**src/logic/rdma_mux_pkg.sv**
```systemverilog
// Shared widths, queue depths and FSM encodings of the write-command multiplexer
// Queue pair number union with a flat view and a vfid/pid view
`default_nettype none

package rdma_mux_pkg;

  // --------------------
  // Datapath
  // --------------------
  localparam int DATA_BITS     = 32;
  localparam int KEEP_BITS     = DATA_BITS / 8;
  // log2 of bytes per beat
  localparam int BEAT_LOG_BITS = $clog2(KEEP_BITS);

  // --------------------
  // Request fields
  // --------------------
  localparam int LEN_BITS   = 12;
  localparam int PID_BITS   = 6;
  localparam int DEST_BITS  = 4;
  localparam int QPN_BITS   = DEST_BITS + PID_BITS;
  localparam int VADDR_BITS = 32;

  // Beat counter, wide enough for a full-length transfer
  localparam int CNT_BITS = LEN_BITS - BEAT_LOG_BITS + 1;

  // --------------------
  // Queue words and depths
  // --------------------
  // Sequence entry {host, pid, vfid, len}
  localparam int SEQ_BITS  = 1 + PID_BITS + DEST_BITS + LEN_BITS;
  // Write command {pid, vfid, len, vaddr}
  localparam int REQ_BITS  = PID_BITS + DEST_BITS + LEN_BITS + VADDR_BITS;
  // Write beat {tdata, tkeep, tid, tlast}
  localparam int AXIS_BITS = DATA_BITS + KEEP_BITS + PID_BITS + 1;
  // Send word {qpn, last, msg}
  localparam int RQ_BITS   = QPN_BITS + 1 + DATA_BITS;

  localparam int N_OUTSTANDING = 8;
  localparam int REQ_DEPTH     = 4;
  localparam int DATA_DEPTH    = 16;
  localparam int RQ_DEPTH      = 8;

  // Data controller states
  localparam logic ST_IDLE = 1'b0;
  localparam logic ST_MUX  = 1'b1;

  // Queue pair number, vfid in the upper bits
  typedef union packed {
    logic [QPN_BITS-1:0] flat;
    struct packed {
      logic [DEST_BITS-1:0] vfid;
      logic [PID_BITS-1:0]  pid;
    } split;
  } qpn_u;

endpackage

`default_nettype wire

```
**src/logic/rdma_wr_mux.sv**
```systemverilog
// Write-command multiplexer top level
// Command splitter, data controller, send packer and four queues
`timescale 1ns/1ns
`default_nettype none

module rdma_wr_mux
  import rdma_mux_pkg::*;
(
  input  logic                  aclk,
  input  logic                  aresetn,
  // User requests
  input  logic                  s_req_valid,
  output logic                  s_req_ready,
  input  logic                  s_req_host,
  input  logic [PID_BITS-1:0]   s_req_pid,
  input  logic [DEST_BITS-1:0]  s_req_vfid,
  input  logic [LEN_BITS-1:0]   s_req_len,
  input  logic [VADDR_BITS-1:0] s_req_vaddr,
  // RDMA write commands
  output logic                  m_req_wr_valid,
  input  logic                  m_req_wr_ready,
  output logic [PID_BITS-1:0]   m_req_wr_pid,
  output logic [DEST_BITS-1:0]  m_req_wr_vfid,
  output logic [LEN_BITS-1:0]   m_req_wr_len,
  output logic [VADDR_BITS-1:0] m_req_wr_vaddr,
  // Payload input
  input  logic                  s_axis_wr_tvalid,
  output logic                  s_axis_wr_tready,
  input  logic [DATA_BITS-1:0]  s_axis_wr_tdata,
  input  logic [KEEP_BITS-1:0]  s_axis_wr_tkeep,
  input  logic [PID_BITS-1:0]   s_axis_wr_tid,
  input  logic                  s_axis_wr_tlast,
  // RDMA write payload
  output logic                  m_axis_wr_tvalid,
  input  logic                  m_axis_wr_tready,
  output logic [DATA_BITS-1:0]  m_axis_wr_tdata,
  output logic [KEEP_BITS-1:0]  m_axis_wr_tkeep,
  output logic [PID_BITS-1:0]   m_axis_wr_tid,
  output logic                  m_axis_wr_tlast,
  // Send words
  output logic                  m_rq_valid,
  input  logic                  m_rq_ready,
  output qpn_u                  m_rq_qpn,
  output logic                  m_rq_last,
  output logic [DATA_BITS-1:0]  m_rq_msg
);

  // --------------------
  // Internal streams
  // --------------------
  logic seq_in_valid, seq_in_ready, seq_out_valid, seq_out_ready;
  logic [SEQ_BITS-1:0] seq_in_data, seq_out_data;

  logic req_in_valid, req_in_ready;
  logic [REQ_BITS-1:0] req_in_data, req_out_data;

  // Write beats into the data queue
  logic wr_tvalid, wr_tready, wr_tlast;
  logic [DATA_BITS-1:0] wr_tdata;
  logic [KEEP_BITS-1:0] wr_tkeep;
  logic [PID_BITS-1:0]  wr_tid;
  logic [AXIS_BITS-1:0] data_out;

  // Send beats into the packer, packed words into the send queue
  logic snd_valid, snd_ready, snd_last;
  logic [DATA_BITS-1:0] snd_data;
  logic [DEST_BITS-1:0] cur_vfid;
  logic [PID_BITS-1:0]  cur_pid;
  logic rq_valid, rq_ready, rq_last;
  qpn_u rq_qpn;
  logic [DATA_BITS-1:0] rq_msg;
  logic [RQ_BITS-1:0]   rq_out_data;

  assign {m_req_wr_pid, m_req_wr_vfid, m_req_wr_len, m_req_wr_vaddr} = req_out_data;
  assign {m_axis_wr_tdata, m_axis_wr_tkeep, m_axis_wr_tid, m_axis_wr_tlast} = data_out;
  assign {m_rq_qpn, m_rq_last, m_rq_msg} = rq_out_data;

  // --------------------
  // Command path
  // --------------------
  wr_cmd_split u_split (
    .aclk(aclk), .aresetn(aresetn),
    .req_valid(s_req_valid), .req_ready(s_req_ready), .req_host(s_req_host),
    .req_pid(s_req_pid), .req_vfid(s_req_vfid), .req_len(s_req_len),
    .req_vaddr(s_req_vaddr),
    .seq_valid(seq_in_valid), .seq_ready(seq_in_ready), .seq_data(seq_in_data),
    .wr_valid(req_in_valid), .wr_ready(req_in_ready), .wr_data(req_in_data)
  );

  // One entry per accepted command, host or not
  sync_queue #(.WIDTH(SEQ_BITS), .DEPTH(N_OUTSTANDING)) u_seq_q (
    .aclk(aclk), .aresetn(aresetn),
    .in_valid(seq_in_valid), .in_ready(seq_in_ready), .in_data(seq_in_data),
    .out_valid(seq_out_valid), .out_ready(seq_out_ready), .out_data(seq_out_data)
  );

  sync_queue #(.WIDTH(REQ_BITS), .DEPTH(REQ_DEPTH)) u_req_q (
    .aclk(aclk), .aresetn(aresetn),
    .in_valid(req_in_valid), .in_ready(req_in_ready), .in_data(req_in_data),
    .out_valid(m_req_wr_valid), .out_ready(m_req_wr_ready), .out_data(req_out_data)
  );

  // --------------------
  // Data path
  // --------------------
  wr_data_ctrl u_ctrl (
    .aclk(aclk), .aresetn(aresetn),
    .seq_valid(seq_out_valid), .seq_ready(seq_out_ready), .seq_data(seq_out_data),
    .s_tvalid(s_axis_wr_tvalid), .s_tready(s_axis_wr_tready),
    .s_tdata(s_axis_wr_tdata), .s_tkeep(s_axis_wr_tkeep),
    .s_tid(s_axis_wr_tid), .s_tlast(s_axis_wr_tlast),
    .wr_tvalid(wr_tvalid), .wr_tready(wr_tready), .wr_tdata(wr_tdata),
    .wr_tkeep(wr_tkeep), .wr_tid(wr_tid), .wr_tlast(wr_tlast),
    .snd_valid(snd_valid), .snd_ready(snd_ready), .snd_data(snd_data),
    .snd_last(snd_last), .cur_vfid(cur_vfid), .cur_pid(cur_pid)
  );

  sync_queue #(.WIDTH(AXIS_BITS), .DEPTH(DATA_DEPTH)) u_data_q (
    .aclk(aclk), .aresetn(aresetn),
    .in_valid(wr_tvalid), .in_ready(wr_tready),
    .in_data({wr_tdata, wr_tkeep, wr_tid, wr_tlast}),
    .out_valid(m_axis_wr_tvalid), .out_ready(m_axis_wr_tready), .out_data(data_out)
  );

  send_packer u_packer (
    .aclk(aclk), .aresetn(aresetn),
    .beat_valid(snd_valid), .beat_ready(snd_ready), .beat_data(snd_data),
    .beat_last(snd_last), .vfid(cur_vfid), .pid(cur_pid),
    .rq_valid(rq_valid), .rq_ready(rq_ready), .rq_qpn(rq_qpn),
    .rq_last(rq_last), .rq_msg(rq_msg)
  );

  sync_queue #(.WIDTH(RQ_BITS), .DEPTH(RQ_DEPTH)) u_rq_q (
    .aclk(aclk), .aresetn(aresetn),
    .in_valid(rq_valid), .in_ready(rq_ready), .in_data({rq_qpn, rq_last, rq_msg}),
    .out_valid(m_rq_valid), .out_ready(m_rq_ready), .out_data(rq_out_data)
  );

endmodule

`default_nettype wire

```
**src/logic/send_packer.sv**
```systemverilog
// Send-queue word packer
// Builds qpn from vfid and pid, one output register with pass-through back-pressure
`timescale 1ns/1ns
`default_nettype none

module send_packer
  import rdma_mux_pkg::*;
(
  input  logic                 aclk,
  input  logic                 aresetn,
  // Send beats from the controller
  input  logic                 beat_valid,
  output logic                 beat_ready,
  input  logic [DATA_BITS-1:0] beat_data,
  input  logic                 beat_last,
  input  logic [DEST_BITS-1:0] vfid,
  input  logic [PID_BITS-1:0]  pid,
  // Send word
  output logic                 rq_valid,
  input  logic                 rq_ready,
  output qpn_u                 rq_qpn,
  output logic                 rq_last,
  output logic [DATA_BITS-1:0] rq_msg
);

  qpn_u qpn_w;
  logic load;

  // vfid on top, pid below
  always_comb begin
    qpn_w.split.vfid = vfid;
    qpn_w.split.pid  = pid;
  end

  // Take a beat when the register is empty or draining
  assign beat_ready = !rq_valid || rq_ready;
  assign load       = beat_valid && beat_ready;

  // --------------------
  // Output register
  // --------------------
  always_ff @(posedge aclk) begin
    if (!aresetn) begin
      rq_valid <= 1'b0;
    end else if (load) begin
      rq_valid <= 1'b1;
    end else if (rq_ready) begin
      rq_valid <= 1'b0;
    end
  end

  always_ff @(posedge aclk) begin
    if (load) begin
      rq_qpn  <= qpn_w;
      rq_last <= beat_last;
      rq_msg  <= beat_data;
    end
  end

endmodule

`default_nettype wire

```
**src/logic/sync_queue.sv**
```systemverilog
// Synchronous valid/ready FIFO
// Circular buffer, simultaneous push and pop allowed
`timescale 1ns/1ns
`default_nettype none

module sync_queue #(
  parameter int WIDTH = 8,
  parameter int DEPTH = 4
) (
  input  logic             aclk,
  input  logic             aresetn,
  // Write side
  input  logic             in_valid,
  output logic             in_ready,
  input  logic [WIDTH-1:0] in_data,
  // Read side
  output logic             out_valid,
  input  logic             out_ready,
  output logic [WIDTH-1:0] out_data
);

  // Storage, DEPTH is a power of two so pointers wrap on their own
  logic [WIDTH-1:0] mem [DEPTH];

  logic [$clog2(DEPTH)-1:0] wr_ptr;
  logic [$clog2(DEPTH)-1:0] rd_ptr;
  logic [$clog2(DEPTH):0]   count;

  logic push;
  logic pop;

  // Room and data flags straight from the occupancy count
  assign in_ready  = (count != ($clog2(DEPTH)+1)'(DEPTH));
  assign out_valid = (count != '0);
  assign out_data  = mem[rd_ptr];

  assign push = in_valid && in_ready;
  assign pop  = out_valid && out_ready;

  // --------------------
  // Storage write
  // --------------------
  always_ff @(posedge aclk) begin
    if (push) begin
      mem[wr_ptr] <= in_data;
    end
  end

  // --------------------
  // Pointers and count
  // --------------------
  always_ff @(posedge aclk) begin
    if (!aresetn) begin
      wr_ptr <= '0;
      rd_ptr <= '0;
      count  <= '0;
    end else begin
      if (push) begin
        wr_ptr <= wr_ptr + 1'b1;
      end
      if (pop) begin
        rd_ptr <= rd_ptr + 1'b1;
      end
      // Push and pop together leave the count as it is
      if (push && !pop) begin
        count <= count + 1'b1;
      end else if (pop && !push) begin
        count <= count - 1'b1;
      end
    end
  end

endmodule

`default_nettype wire

```
**src/logic/wr_cmd_split.sv**
```systemverilog
// Write command splitter
// Every request goes to the sequence queue, host requests also to the request queue
`timescale 1ns/1ns
`default_nettype none

module wr_cmd_split
  import rdma_mux_pkg::*;
(
  input  logic                  aclk,
  input  logic                  aresetn,
  // User request
  input  logic                  req_valid,
  output logic                  req_ready,
  input  logic                  req_host,
  input  logic [PID_BITS-1:0]   req_pid,
  input  logic [DEST_BITS-1:0]  req_vfid,
  input  logic [LEN_BITS-1:0]   req_len,
  input  logic [VADDR_BITS-1:0] req_vaddr,
  // Sequence queue
  output logic                  seq_valid,
  input  logic                  seq_ready,
  output logic [SEQ_BITS-1:0]   seq_data,
  // Write-command queue
  output logic                  wr_valid,
  input  logic                  wr_ready,
  output logic [REQ_BITS-1:0]   wr_data
);

  // Low through reset, high from the first cycle after it
  logic run;

  // Host requests need room in both queues
  logic path_ready;

  always_ff @(posedge aclk) begin
    if (!aresetn) begin
      run <= 1'b0;
    end else begin
      run <= 1'b1;
    end
  end

  // --------------------
  // Handshake
  // --------------------
  assign path_ready = req_host ? wr_ready : 1'b1;
  assign req_ready  = run && seq_ready && path_ready;

  // Either both queues take the request or neither does
  assign seq_valid = req_valid && req_ready;
  assign wr_valid  = req_valid && req_ready && req_host;

  // --------------------
  // Payload
  // --------------------
  // Sequence entry keeps the host bit for steering
  assign seq_data = {req_host, req_pid, req_vfid, req_len};
  // vaddr only matters on the RDMA write path
  assign wr_data  = {req_pid, req_vfid, req_len, req_vaddr};

endmodule

`default_nettype wire

```
**src/logic/wr_data_ctrl.sv**
```systemverilog
// Payload steering FSM
// Pops sequence entries, counts beats, routes each beat to write or send path
`timescale 1ns/1ns
`default_nettype none

module wr_data_ctrl
  import rdma_mux_pkg::*;
(
  input  logic                 aclk,
  input  logic                 aresetn,
  // Sequence queue
  input  logic                 seq_valid,
  output logic                 seq_ready,
  input  logic [SEQ_BITS-1:0]  seq_data,
  // Payload input
  input  logic                 s_tvalid,
  output logic                 s_tready,
  input  logic [DATA_BITS-1:0] s_tdata,
  input  logic [KEEP_BITS-1:0] s_tkeep,
  input  logic [PID_BITS-1:0]  s_tid,
  input  logic                 s_tlast,
  // Write beats
  output logic                 wr_tvalid,
  input  logic                 wr_tready,
  output logic [DATA_BITS-1:0] wr_tdata,
  output logic [KEEP_BITS-1:0] wr_tkeep,
  output logic [PID_BITS-1:0]  wr_tid,
  output logic                 wr_tlast,
  // Send beats
  output logic                 snd_valid,
  input  logic                 snd_ready,
  output logic [DATA_BITS-1:0] snd_data,
  output logic                 snd_last,
  // Held queue pair fields
  output logic [DEST_BITS-1:0] cur_vfid,
  output logic [PID_BITS-1:0]  cur_pid
);

  // Unpacked sequence entry
  logic                 seq_host;
  logic [PID_BITS-1:0]  seq_pid;
  logic [DEST_BITS-1:0] seq_vfid;
  logic [LEN_BITS-1:0]  seq_len;
  logic [CNT_BITS-1:0]  seq_beats;

  // FSM and current transfer
  logic                state;
  logic                host;
  logic [CNT_BITS-1:0] cnt;
  logic [CNT_BITS-1:0] n_beats;

  logic pop;
  logic beat_fire;
  logic last_beat;
  logic tr_done;

  assign {seq_host, seq_pid, seq_vfid, seq_len} = seq_data;

  // Beats = len / 4, rounded up
  assign seq_beats = {1'b0, seq_len[LEN_BITS-1:BEAT_LOG_BITS]}
                   + CNT_BITS'(|seq_len[BEAT_LOG_BITS-1:0]);

  // --------------------
  // Transfer tracking
  // --------------------
  assign beat_fire = s_tvalid && s_tready;
  assign last_beat = (cnt == n_beats - CNT_BITS'(1));
  assign tr_done   = beat_fire && last_beat;

  // Pop when idle, or chain on the final beat
  assign seq_ready = (state == ST_IDLE) || tr_done;
  assign pop       = seq_valid && seq_ready;

  always_ff @(posedge aclk) begin
    if (!aresetn) begin
      state <= ST_IDLE;
      cnt   <= '0;
    end else if (pop) begin
      state <= ST_MUX;
      cnt   <= '0;
    end else if (tr_done) begin
      state <= ST_IDLE;
    end else if (beat_fire) begin
      cnt <= cnt + 1'b1;
    end
  end

  // Latched with each popped entry
  always_ff @(posedge aclk) begin
    if (pop) begin
      host     <= seq_host;
      cur_vfid <= seq_vfid;
      cur_pid  <= seq_pid;
      n_beats  <= seq_beats;
    end
  end

  // --------------------
  // Beat steering
  // --------------------
  // Only the latched path sees valid
  assign wr_tvalid = (state == ST_MUX) && host && s_tvalid;
  assign snd_valid = (state == ST_MUX) && !host && s_tvalid;
  assign s_tready  = (state == ST_MUX) && (host ? wr_tready : snd_ready);

  // Write beats pass unchanged
  assign wr_tdata = s_tdata;
  assign wr_tkeep = s_tkeep;
  assign wr_tid   = s_tid;
  assign wr_tlast = s_tlast;

  // Send last comes from the beat count
  assign snd_data = s_tdata;
  assign snd_last = last_beat;

endmodule

`default_nettype wire

```
**config.mk**
```make
export PLATFORM = sky130hd
export DESIGN_NAME = rdma_wr_mux
export DESIGN_NICKNAME = d
export VERILOG_FILES = /design/src/logic/rdma_mux_pkg.sv /design/src/logic/rdma_wr_mux.sv /design/src/logic/send_packer.sv /design/src/logic/sync_queue.sv /design/src/logic/wr_cmd_split.sv /design/src/logic/wr_data_ctrl.sv
export SDC_FILE = /design/constraint.sdc
export NUM_CORES = 1
export LEC_CHECK = 0
export BUFFER_PORTS_ARGS = -buffer_cell sky130_fd_sc_hd__buf_4
export CORE_MARGIN = 2
export CORE_UTILIZATION = 35
export DETAILED_ROUTE_END_ITERATION = 7
export HOLD_SLACK_MARGIN = 0.03
export PLACE_DENSITY_LB_ADDON = 0.25
export SYNTH_ARGS = -nofsm -noshare
export SYNTH_HDL_FRONTEND = slang
export SYNTH_HIERARCHICAL = 1
export SYNTH_SLANG_ARGS = --single-unit
```
**constraint.sdc**
```tcl
create_clock -name aclk -period 5.7 [get_ports aclk]
set_input_delay 0.57 -clock aclk [delete_from_list [all_inputs] [get_ports aclk]]
set_output_delay 0.57 -clock aclk [all_outputs]
set_load 0.05 [all_outputs]
```
[Word level (Yosys, flattened, before mapping)]
Memory sizes are Yosys's and may differ from the RTL's. A register that Yosys moved wholly into a read port is not among the register bits.
Cells that the tools add are included.
W data, S select, Z words.
Storage, ports and cells
  bits in registers: 119
  memories: 4
  output and inout port bits: 145
  bits of input ports: 105
  bits in writable memories: 1432
Memories
  u_data_q.mem: depth 16, width 43, read ports 1, clocked after memory_dff 1, write ports 1, line sync_queue.sv:23  | logic [WIDTH-1:0] mem [DEPTH];
  u_rq_q.mem: depth 8, width 43, read ports 1, clocked after memory_dff 1, write ports 1, line sync_queue.sv:23
  u_req_q.mem: depth 4, width 54, read ports 1, clocked after memory_dff 1, write ports 1, line sync_queue.sv:23
  u_seq_q.mem: depth 8, width 23, read ports 1, clocked after memory_dff 1, write ports 1, line sync_queue.sv:23
Cells by class
  equal/unequal tests: 5
  bitwise operators: 3
  add/subtract/negate cells: 19
  reductions and logical operators: 53
  muxes and demuxes: 31
Operators with widths (count)
  $logic_and A1 B1 Y1: 28
  $mux W4: 6
  $mux W3: 6
  $add A4 B1 Y4 const B: 4
  $add A3 B1 Y3 const B: 5
  $mux W1: 15
  $reduce_bool A2 Y1: 6
  $add A10 B1 Y11: 1
  $add A11 B1 Y11 const B: 1
  $eq A11 B11 Y1: 1
  $sub A11 B1 Y11 const B: 1
  $logic_not A1 Y1: 10
  $mux W5: 2
  $ne A4 B4 Y1 const B: 2
  $reduce_bool A4 Y1: 2
  $sub A4 B1 Y4 const B: 2
  $add A5 B1 Y5 const B: 1
  $ne A5 B5 Y1 const B: 1
  $reduce_bool A5 Y1: 1
  $sub A5 B1 Y5 const B: 1
  $add A2 B1 Y2 const B: 2
  $mux W2: 2
  $reduce_or A2 Y1: 2
  $ne A3 B3 Y1 const B: 1
  5 further kinds: 8

[Depth between registers and ports, before layout]
Gate-level depths: netlist of the first run.
  depth in word-level cells: 11
  depth in mapped cells: 15

[Cells and area by module]
The synthesis of the first run kept the hierarchy.
Modules (own cells, without submodules)
  sync_queue at u_data_q: seq. area each 21000.1 um^2, instances 1, area each 26645.6 um^2, cells an instance 1159
  sync_queue at u_rq_q: seq. area each 10590.2 um^2, instances 1, area each 13834.5 um^2, cells an instance 571
  sync_queue at u_req_q: seq. area each 6666.4 um^2, instances 1, area each 8354.3 um^2, cells an instance 330
  sync_queue at u_seq_q: seq. area each 5785.5 um^2, instances 1, area each 7717.4 um^2, cells an instance 338
  wr_data_ctrl: seq. area each 900.9 um^2, instances 1, area each 2414.8 um^2, cells an instance 248
  send_packer: seq. area each 1311.3 um^2, instances 1, area each 1348.8 um^2, cells an instance 48
  wr_cmd_split: seq. area each 20.0 um^2, instances 1, area each 635.6 um^2, cells an instance 85

[Worst setup path after synthesis of the first run]
No wires, ideal clock.
  path kind: register -> register
  start point: reg u_rq_q.count[0]
  end point: mem u_rq_q/mem[0][0] (netlist bit) (enable)
  library setup time: 0.550 ns
  arrival: 4.863 ns
  stages on the path, launching flop included: 5
  path buffers: 1
  data required time: 5.150 ns
  slack: 0.286 ns
  cells stage by stage: dfxtp_1 > or4b_1 > buf_2 > nand2_2 > nor4_1
On the way
  word-level cells in the longest chain between the ends: 4
RTL lines
  start, declared: line sync_queue.sv:27  | logic [$clog2(DEPTH):0] count;
  start signal, assigned: line sync_queue.sv:66  | count <= count + 1'b1;
  start signal, assigned: line sync_queue.sv:68  | count <= count - 1'b1;
  $ne A4 B4 Y1: line sync_queue.sv:33  | assign in_ready = (count != ($clog2(DEPTH)+1)'(DEPTH));
  via rq_ready: line rdma_wr_mux.sv:69  | logic rq_valid, rq_ready, rq_last;
  $logic_and A1 B1 Y1: line sync_queue.sv:37  | assign push = in_valid && in_ready;
  $mux W1: line sync_queue.sv:44  | if (push) begin
  $mux W1 (implied by the code): line sync_queue.sv:45  | mem[wr_ptr] <= in_data;
  end, declared: line sync_queue.sv:23
The timed path passes the listed nets, and every way through them passes these cells.

[Worst setup path in the final report of the first run]
  start point: reg u_ctrl.n_beats[0]
  end point: reg u_seq_q.count[3]
On the way
  word-level cells in the longest chain between the ends: 8
  elaborated cells on any way between the ends: 10
  those cells by class: add/sub (1); eq/ne (1); mux (1); reduce/logical (7)
RTL lines
  start, declared: line wr_data_ctrl.sv:50  | logic [CNT_BITS-1:0] n_beats;
  start signal, assigned: line wr_data_ctrl.sv:94  | n_beats <= seq_beats;
  $sub A11 B1 Y11 (*): line wr_data_ctrl.sv:67  | assign last_beat = (cnt == n_beats - CNT_BITS'(1));
  $eq A11 B11 Y1 (*): line wr_data_ctrl.sv:67
  $logic_and A1 B1 Y1 (*): line wr_data_ctrl.sv:68  | assign tr_done = beat_fire && last_beat;
  $logic_or A1 B1 Y1 (*): line wr_data_ctrl.sv:71  | assign seq_ready = (state == ST_IDLE) || tr_done;
  via seq_out_ready: line rdma_wr_mux.sv:51  | logic seq_in_valid, seq_in_ready, seq_out_valid, seq_out_ready;
  $logic_and A1 B1 Y1 (*): line sync_queue.sv:38  | assign pop = out_valid && out_ready;
  $logic_not A1 Y1: line sync_queue.sv:65  | if (push && !pop) begin
  $logic_and A1 B1 Y1: line sync_queue.sv:65
  $mux W4 or $reduce_bool A2 Y1 (tied branches)
  end signal, assigned: line sync_queue.sv:66
  end signal, assigned: line sync_queue.sv:68
  end, declared: line sync_queue.sv:27
Mark *: on every way through the listed nets, which the timed path passes. The rest lies on a longest branch.
A chain may end at the register's enable or synchronous reset.

==> results of run 1 <==
[cells by family after synthesis]
kind of cell    synth area share
fa+ha+maj                0.00706
compound gates            0.0193
mux                        0.153
flops                      0.759
simple gates              0.0218
xor+xnor                 0.00632
buf+inv                   0.0335
[where the power goes]
group	internal, W	leakage [nW]	switching (W)
registers	0.0131	14.0	0.000510
logic	0.00249	5.64	0.00336
clock network	0.00614	2.62	0.00441
total	0.0217	22.3	0.00828
[layout make-up]
class / count / area share
tap: 2325 / 0.0413
clock buffer: 224 / 0.0642
multi-input combinational: 920 / 0.183
antenna: 1 / 0.0000355
inverter: 20 / 0.00107
clock inverter: 84 / 0.0120
sequential: 1563 / 0.657
timing repair buffer: 363 / 0.0417
[metal layers]
| metal | track usage | up-vias | part of all wire |
|---|---|---|---|
| met1 | 0.187 | 14300 | 0.42 |
| met4 | 0.0456 | 0 | 0.024 |
| met3 | 0.0340 | 197 | 0.053 |
| met2 | 0.254 | 637 | 0.51 |
| met5 | 0 | - | 0 |
| li1 | - | 11900 | - |
[what timing repair did]
action,4_1_cts,5_1_grt
hold buffers,54,0
endpoints found under the hold margin,363,0
setup buffers,0,0
[registers in the layout, summed over array words and instances, names as in the netlist, 2 cells and up, named ones only]
name,count
u_ctrl/cur_pid,6
u_rq_q/count,4
u_seq_q/rd_ptr,3
u_data_q/rd_ptr,4
u_rq_q/wr_ptr,3
u_req_q/mem,216
u_req_q/count,3
u_req_q/wr_ptr,2
u_data_q/mem,688
u_rq_q/rd_ptr,3
u_data_q/wr_ptr,4
u_req_q/rd_ptr,2
u_seq_q/wr_ptr,3
u_seq_q/count,4
u_packer/rq_qpn,10
u_data_q/count,5
u_ctrl/cnt,11
u_ctrl/n_beats,11
u_ctrl/cur_vfid,4
u_packer/rq_msg,32
u_rq_q/mem,344
u_seq_q/mem,184
[per-stage QoR]
step	util	cell area (µm²)	cells	hold slack, ns
after detailed placement	0.372	64500	5137	0.406
after CTS	0.406	70400	5499	0.0304
final	0.406	70400	5500	0.0942
after global routing	0.406	70400	5500	0.0489
after global placement	0.372	64500	5137	0.402
after floorplan	-	61000	2779	0.400
[placed cells by master (no fill, tap or decap), types with 28 or more instances in the layout]
| master | instances |
|---|---|
| a22oi_1 | 86 |
| mux4_1 | 59 |
| nand2_1 | 79 |
| mux2_4 | 40 |
| clkbuf_16 | 172 |
| clkbuf_1 | 50 |
| mux4_2 | 299 |
| edfxtp_1 | 1497 |
| clkinv_2 | 30 |
| ha_1 | 28 |
| dlygate4sd3_1 | 54 |
| xnor2_1 | 36 |
| buf_4 | 303 |
| dfxtp_1 | 57 |
[worst max-delay path, cell delays in order, from the launching register on]
cell and delay [ns]:
edfxtp_1 0.43, inv_1 0.08, ha_1 0.20, nor4b_1 0.60, nand3_1 0.18, xnor2_1 0.18, or3_1 0.36, o31ai_2 0.37
nand2_1 0.19, ha_1 0.23, inv_1 0.13, ha_1 0.29, a21oi_1 0.19, a211oi_1 0.10, a31oi_1 0.22, mux2i_1 0.20
[worst paths after layout]
check / slack (ns) / startpoint / to / depth (start not counted)
setup / recovery: 1.65 / u_ctrl/n_beats[0]$_DFFE_PP_ / u_seq_q/count[3]$_SDFFE_PN0P_ / 15
hold / removal: 0.09 / s_axis_wr_tid[0] / u_data_q/mem[15][1]$_DFFE_PP_ / 1
setup reg to reg: 1.65 / u_ctrl/n_beats[0]$_DFFE_PP_ / u_seq_q/count[3]$_SDFFE_PN0P_ / 15
hold reg to reg: 0.42 / u_ctrl/cur_pid[5]$_DFFE_PP_ / u_packer/rq_qpn[5]$_DFFE_PP_ / 0
[Yosys cell counts, types with 5 or more instances]
library cell  count  area (µm²)
xor2_1            8        70.1
nor2_1           34         128
mux4_2          299        6730
nand2_1          79         297
or4_1             7        52.6
nor2b_1           9        56.3
edfxtp_1       1497       45000
inv_1            19        71.3
and3_1            5        31.3
nand4_1           5        31.3
nor3_1           18        90.1
nand2b_1          9        56.3
buf_12           10         200
or3_1             7        43.8
clkbuf_1         50         188
a21oi_1          15        75.1
o21ai_0          10        50.1
and2_1           30         188
ha_1             28         350
a22oi_1          86         646
buf_6            18         203
buf_4           153        1150
xnor2_1          36         315
buf_2            33         165
nand3_1          26         130
mux2_2           26         293
dfxtp_1          66        1320
buf_1             7        26.3
mux2i_1          14         140
mux2_4           40         601
mux4_1           59        1550
==> results.md, run 1 <==
* Status: completed
* Hold Path Class: primary input to flip-flop
* YS warnings at 6
* EDFF count, synth at 1497
* Vias in the first global route at 29.0k
* Crit path DAT at 4.75 ns
* DR DRC count at 0
* CP Class: flip-flop to flip-flop
* CTS Buf Count at 168
* Endpoints failing setup at 0
* Fin crit period at 4.05 ns
* Total design power at 0.0300 W
* Number of port buffers at 249
* Fin nets at 3173
* FP Rows at 153
* Wire per inst at 24.0 µm
* FMAX at 247 MHz
* Total GRT Usage at 0.148
* Post-synthesis cell count at 2779
* Drt first-iter violations at 1973
* CTS clk-pin slew, worst paths at 0.06 ns
* First-pass GRT wire length at 195000 µm
* Maxcap violations at 0
* Die W at 421 µm
* Unrepaired setup endpoints after global routing: false
* Fin. max-slew vios at 0
* Final setup skew at 0.0614 ns
* Synth cell types at 74
* Share of cells above drive strength 1 at 0.309
* Syn_area_per_cell at 21.9 µm²
* Worst ir drop on vdd at 309 µV
* Synth Register Bits at 1563
* Drt pass-1 iters at 7
* Fill cells at 15.4k
* CTS tree: done
* Seq. cell area at 46300 µm²
* Worst-Margin Slew at 1.22 ns
* Clk_lat worst skew at 0.79 ns
* Vias post-DR at 27.1k
* Final setup TNS at 0 ns
* Post-synthesis net count at 2916
* Clock tree root driver cell: clkbuf_16
* DR vias/cell at 4.92
* CTS Sinks at 1563
* Initial antenna violation count at 2
* Initial Util at 0.351
* Congestion Overflow GR at 0
* DRT Wirelength at 132000 µm
* Startpoint types: flip-flop
* Remaining antenna violation count at 0
* Setup ws final at 1.65 ns
* Number of hold violations in the final report at 0
* Async SR Flop Fraction at 0
* Die H at 421 µm
* Fin crit share at 0.710
* Max Fanout on Critical Path at 6
* P per Cell Area at 426 nW/µm²
* Post-synthesis sequential area ratio at 0.759
* Dpl ws at 1.70 ns
* Multi-input logic area at 12900 µm²
* Die area at 177000 µm²
* Leak pwr at 22.3 nW
* Final HPWL DP at 74600 µm
* Critical path required time at 6.41 ns
* Mapped Area at 61000 µm²
* Top_reg_cell synth: edfxtp_1
* Io pins at 250
* Max-Slew Margin vs Limit at 0.188
* Core area at 173000 µm²
* Max Buffers Root-to-Sink at 3
* Area grow syn2layout at 15.6%
* H-tree levels at 4
* Largest net degree at the start of global routing at 68
* Post-CTS resize count at 0
* GP Congestion at 0.707
* Critical path capture point type: flip-flop
(Power assumes the default switching activity.)
==> inputs of run 2 (changes only) <==
==> constraint.sdc (replaced) <==
create_clock -name aclk -period 3.4 [get_ports aclk]
set_input_delay 0.34 -clock aclk [delete_from_list [all_inputs] [get_ports aclk]]
set_output_delay 0.34 -clock aclk [all_outputs]
set_load 0.05 [all_outputs]
==> run 2 against run 1 <==
Clock skew is 0.033 ns lower. Final cell count is 1.9% higher. Sequential share of layout area is 1.5 points lower. Flip-flop and latch count stayed put. Critical endpoint unchanged.
==> results.md, run 2 (synthesis gave the netlist of run 1 again) <==
* Initial Util at 0.351
* CTS tree: done
* DRT Wirelength at 134000 µm
* Io pins at 250
* First-pass GRT wire length at 196000 µm
* CTS clk-pin slew, worst paths at 0.06 ns
* Most flops, register: u_data_q/mem
* Largest net degree at the start of global routing at 72
* DR DRC count at 0
* Final HPWL DP at 74500 µm
* CP Class: flip-flop to flip-flop
* Most common library cell in the layout ignoring fill and taps: edfxtp_1
* DR vias/cell at 4.95
* Clk_lat worst skew at 0.79 ns
* Commonest non-fill, non-tap cells in the layout: edfxtp_1 (1497), buf_4 (323), mux4_2 (299)
* Drt first-iter violations at 1853
* Number of hold violations in the final report at 0
* Remaining antenna violation count at 0
* Worst-Margin Slew at 0.900 ns
* Critical path required time at 4.11 ns
* Max Fanout on Critical Path at 3
* Hold Path Class: primary input to flip-flop
* Max Buffers Root-to-Sink at 3
* FP Rows at 153
* Vias post-DR at 27.7k
* Dpl ws at 0.00327 ns
* Congestion Overflow GR at 0
* Number of flip-flops in the largest register at 688
* GP Congestion at 0.707
* Die W at 421 µm
* Fin. max-slew vios at 0
* Final setup skew at 0.0286 ns
* Reg2reg start: u_ctrl/n_beats[5]$_DFFE_PP_
* CTS Buf Count at 163
* H-tree levels at 4
* Worst ir drop on vdd at 506 µV
* P per Cell Area at 704 nW/µm²
* Vias in the first global route at 29.0k
* Number of port buffers at 249
* Max-Slew Margin vs Limit at 0.400
* Total GRT Usage at 0.149
* Fin crit period at 3.31 ns
* Clock tree root driver cell: clkbuf_16
* Drt pass-1 iters at 5
* Leak pwr at 22.9 nW
* Fin area at 72100 µm²
* Status: completed
* Initial antenna violation count at 5
* Total design power at 0.0508 W
* Core area at 173000 µm²
* Critical path capture point type: flip-flop
* Die area at 177000 µm²
* Wire per inst at 23.9 µm
* FMAX at 302 MHz
* Fin crit share at 0.973
* Crit. Startpoint: u_ctrl/n_beats[5]$_DFFE_PP_
* Area of placed instances at 65500 µm²
* Hold Path Origin: s_req_vaddr[15]
* Share of cells above drive strength 1 at 0.320
* Largest regs: u_data_q/mem: 688 flops, u_rq_q/mem: 344 flops, u_req_q/mem: 216 flops
* Crit path DAT at 4.02 ns
* Endpoints failing setup at 0
* Final setup TNS at 0 ns
* Area grow syn2layout at 18.2%
* Maxcap violations at 0
* Startpoint types: flip-flop
* Fin nets at 3281
* Die H at 421 µm
* Setup ws final at 0.0902 ns
* CTS Sinks at 1563
* Unrepaired setup endpoints after global routing: true
[run 2: cell types whose count changed in the layout (fill, tap and decap cells not counted), moves of 7 or more]
cell	delta
dlygate4sd3_1	+50
clkinv_1	+9
clkinv_2	-14
clkbuf_1	-7
buf_4	+20
buf_12	+38
[run 2: cell type report]
| cell class | instances | area, µm² |
|---|---|---|
| Fill cell | 15200 | 101000 |
| Clock inverter | 85 | 967 |
| Inverter | 20 | 77.6 |
| Multi-Input combinational cell | 920 | 13000 |
| Tap cell | 2325 | 2910 |
| Sequential cell | 1563 | 46300 |
| Clock buffer | 209 | 4320 |
| Antenna cell | 4 | 10.0 |
| Timing Repair Buffer | 476 | 4430 |
[run 2: timing repair]
action	4_1_cts	5_1_grt
hold endpoints to repair	1140	0
endpoints found under the setup margin	1	8
pin swaps	0	13
gates cloned	0	1
setup buffers	2	8
resized for setup	0	27
hold buffers	104	0
[run 2: path summary, 6_finish.rpt]
kind | slack [ns] | end | depth (start not counted)
worst min register to register | 0.42 | u_packer/rq_qpn[8]$_DFFE_PP_ | 0
worst max register to register | 0.09 | u_seq_q/count[3]$_SDFFE_PN0P_ | 13
worst min-delay path | 0.31 | u_req_q/mem[3][15]$_DFFE_PP_ | 2
worst max-delay path | 0.09 | u_seq_q/count[3]$_SDFFE_PN0P_ | 13
[run 2: per-stage QoR]
| stage | utilization | cells | hold WS (ns) |
|---|---|---|---|
| CTS | 0.414 | 5589 | 0.233 |
| global route | 0.415 | 5602 | 0.275 |
| global placement | 0.378 | 5189 | 0.403 |
| finish | 0.415 | 5602 | 0.313 |
| detailed placement | 0.378 | 5189 | 0.405 |
| floorplan | - | 2779 | 0.368 |
[run 2: report_power, final]
group / leakage [nW] / internal [W] / switching [W]
clock network: 2.56 / 0.0102 / 0.00734
logic: 6.28 / 0.00461 / 0.00604
registers: 14.0 / 0.0219 / 0.000618
[run 2: critical path, cell delays in order (launching register included)]
cell      delay [ns]
edfxtp_1        0.39
or4_4           0.55
or4_4           0.51
o32ai_4         0.15
o221ai_2        0.17
o31ai_4         0.28
nand2_2         0.12
ha_4            0.18
inv_4           0.06
ha_4            0.20
a21oi_2         0.16
a211oi_1        0.09
a31oi_1         0.19
mux2i_1         0.19
[run 2: per-layer routing]
layer  vias up  global-route usage  routed length, µm
met5         -                   0                  0
met4         0              0.0453               3230
met3       178              0.0311               6660
met2       616               0.254              67300
met1     14800               0.192              56700
li1      12100                   -                  -
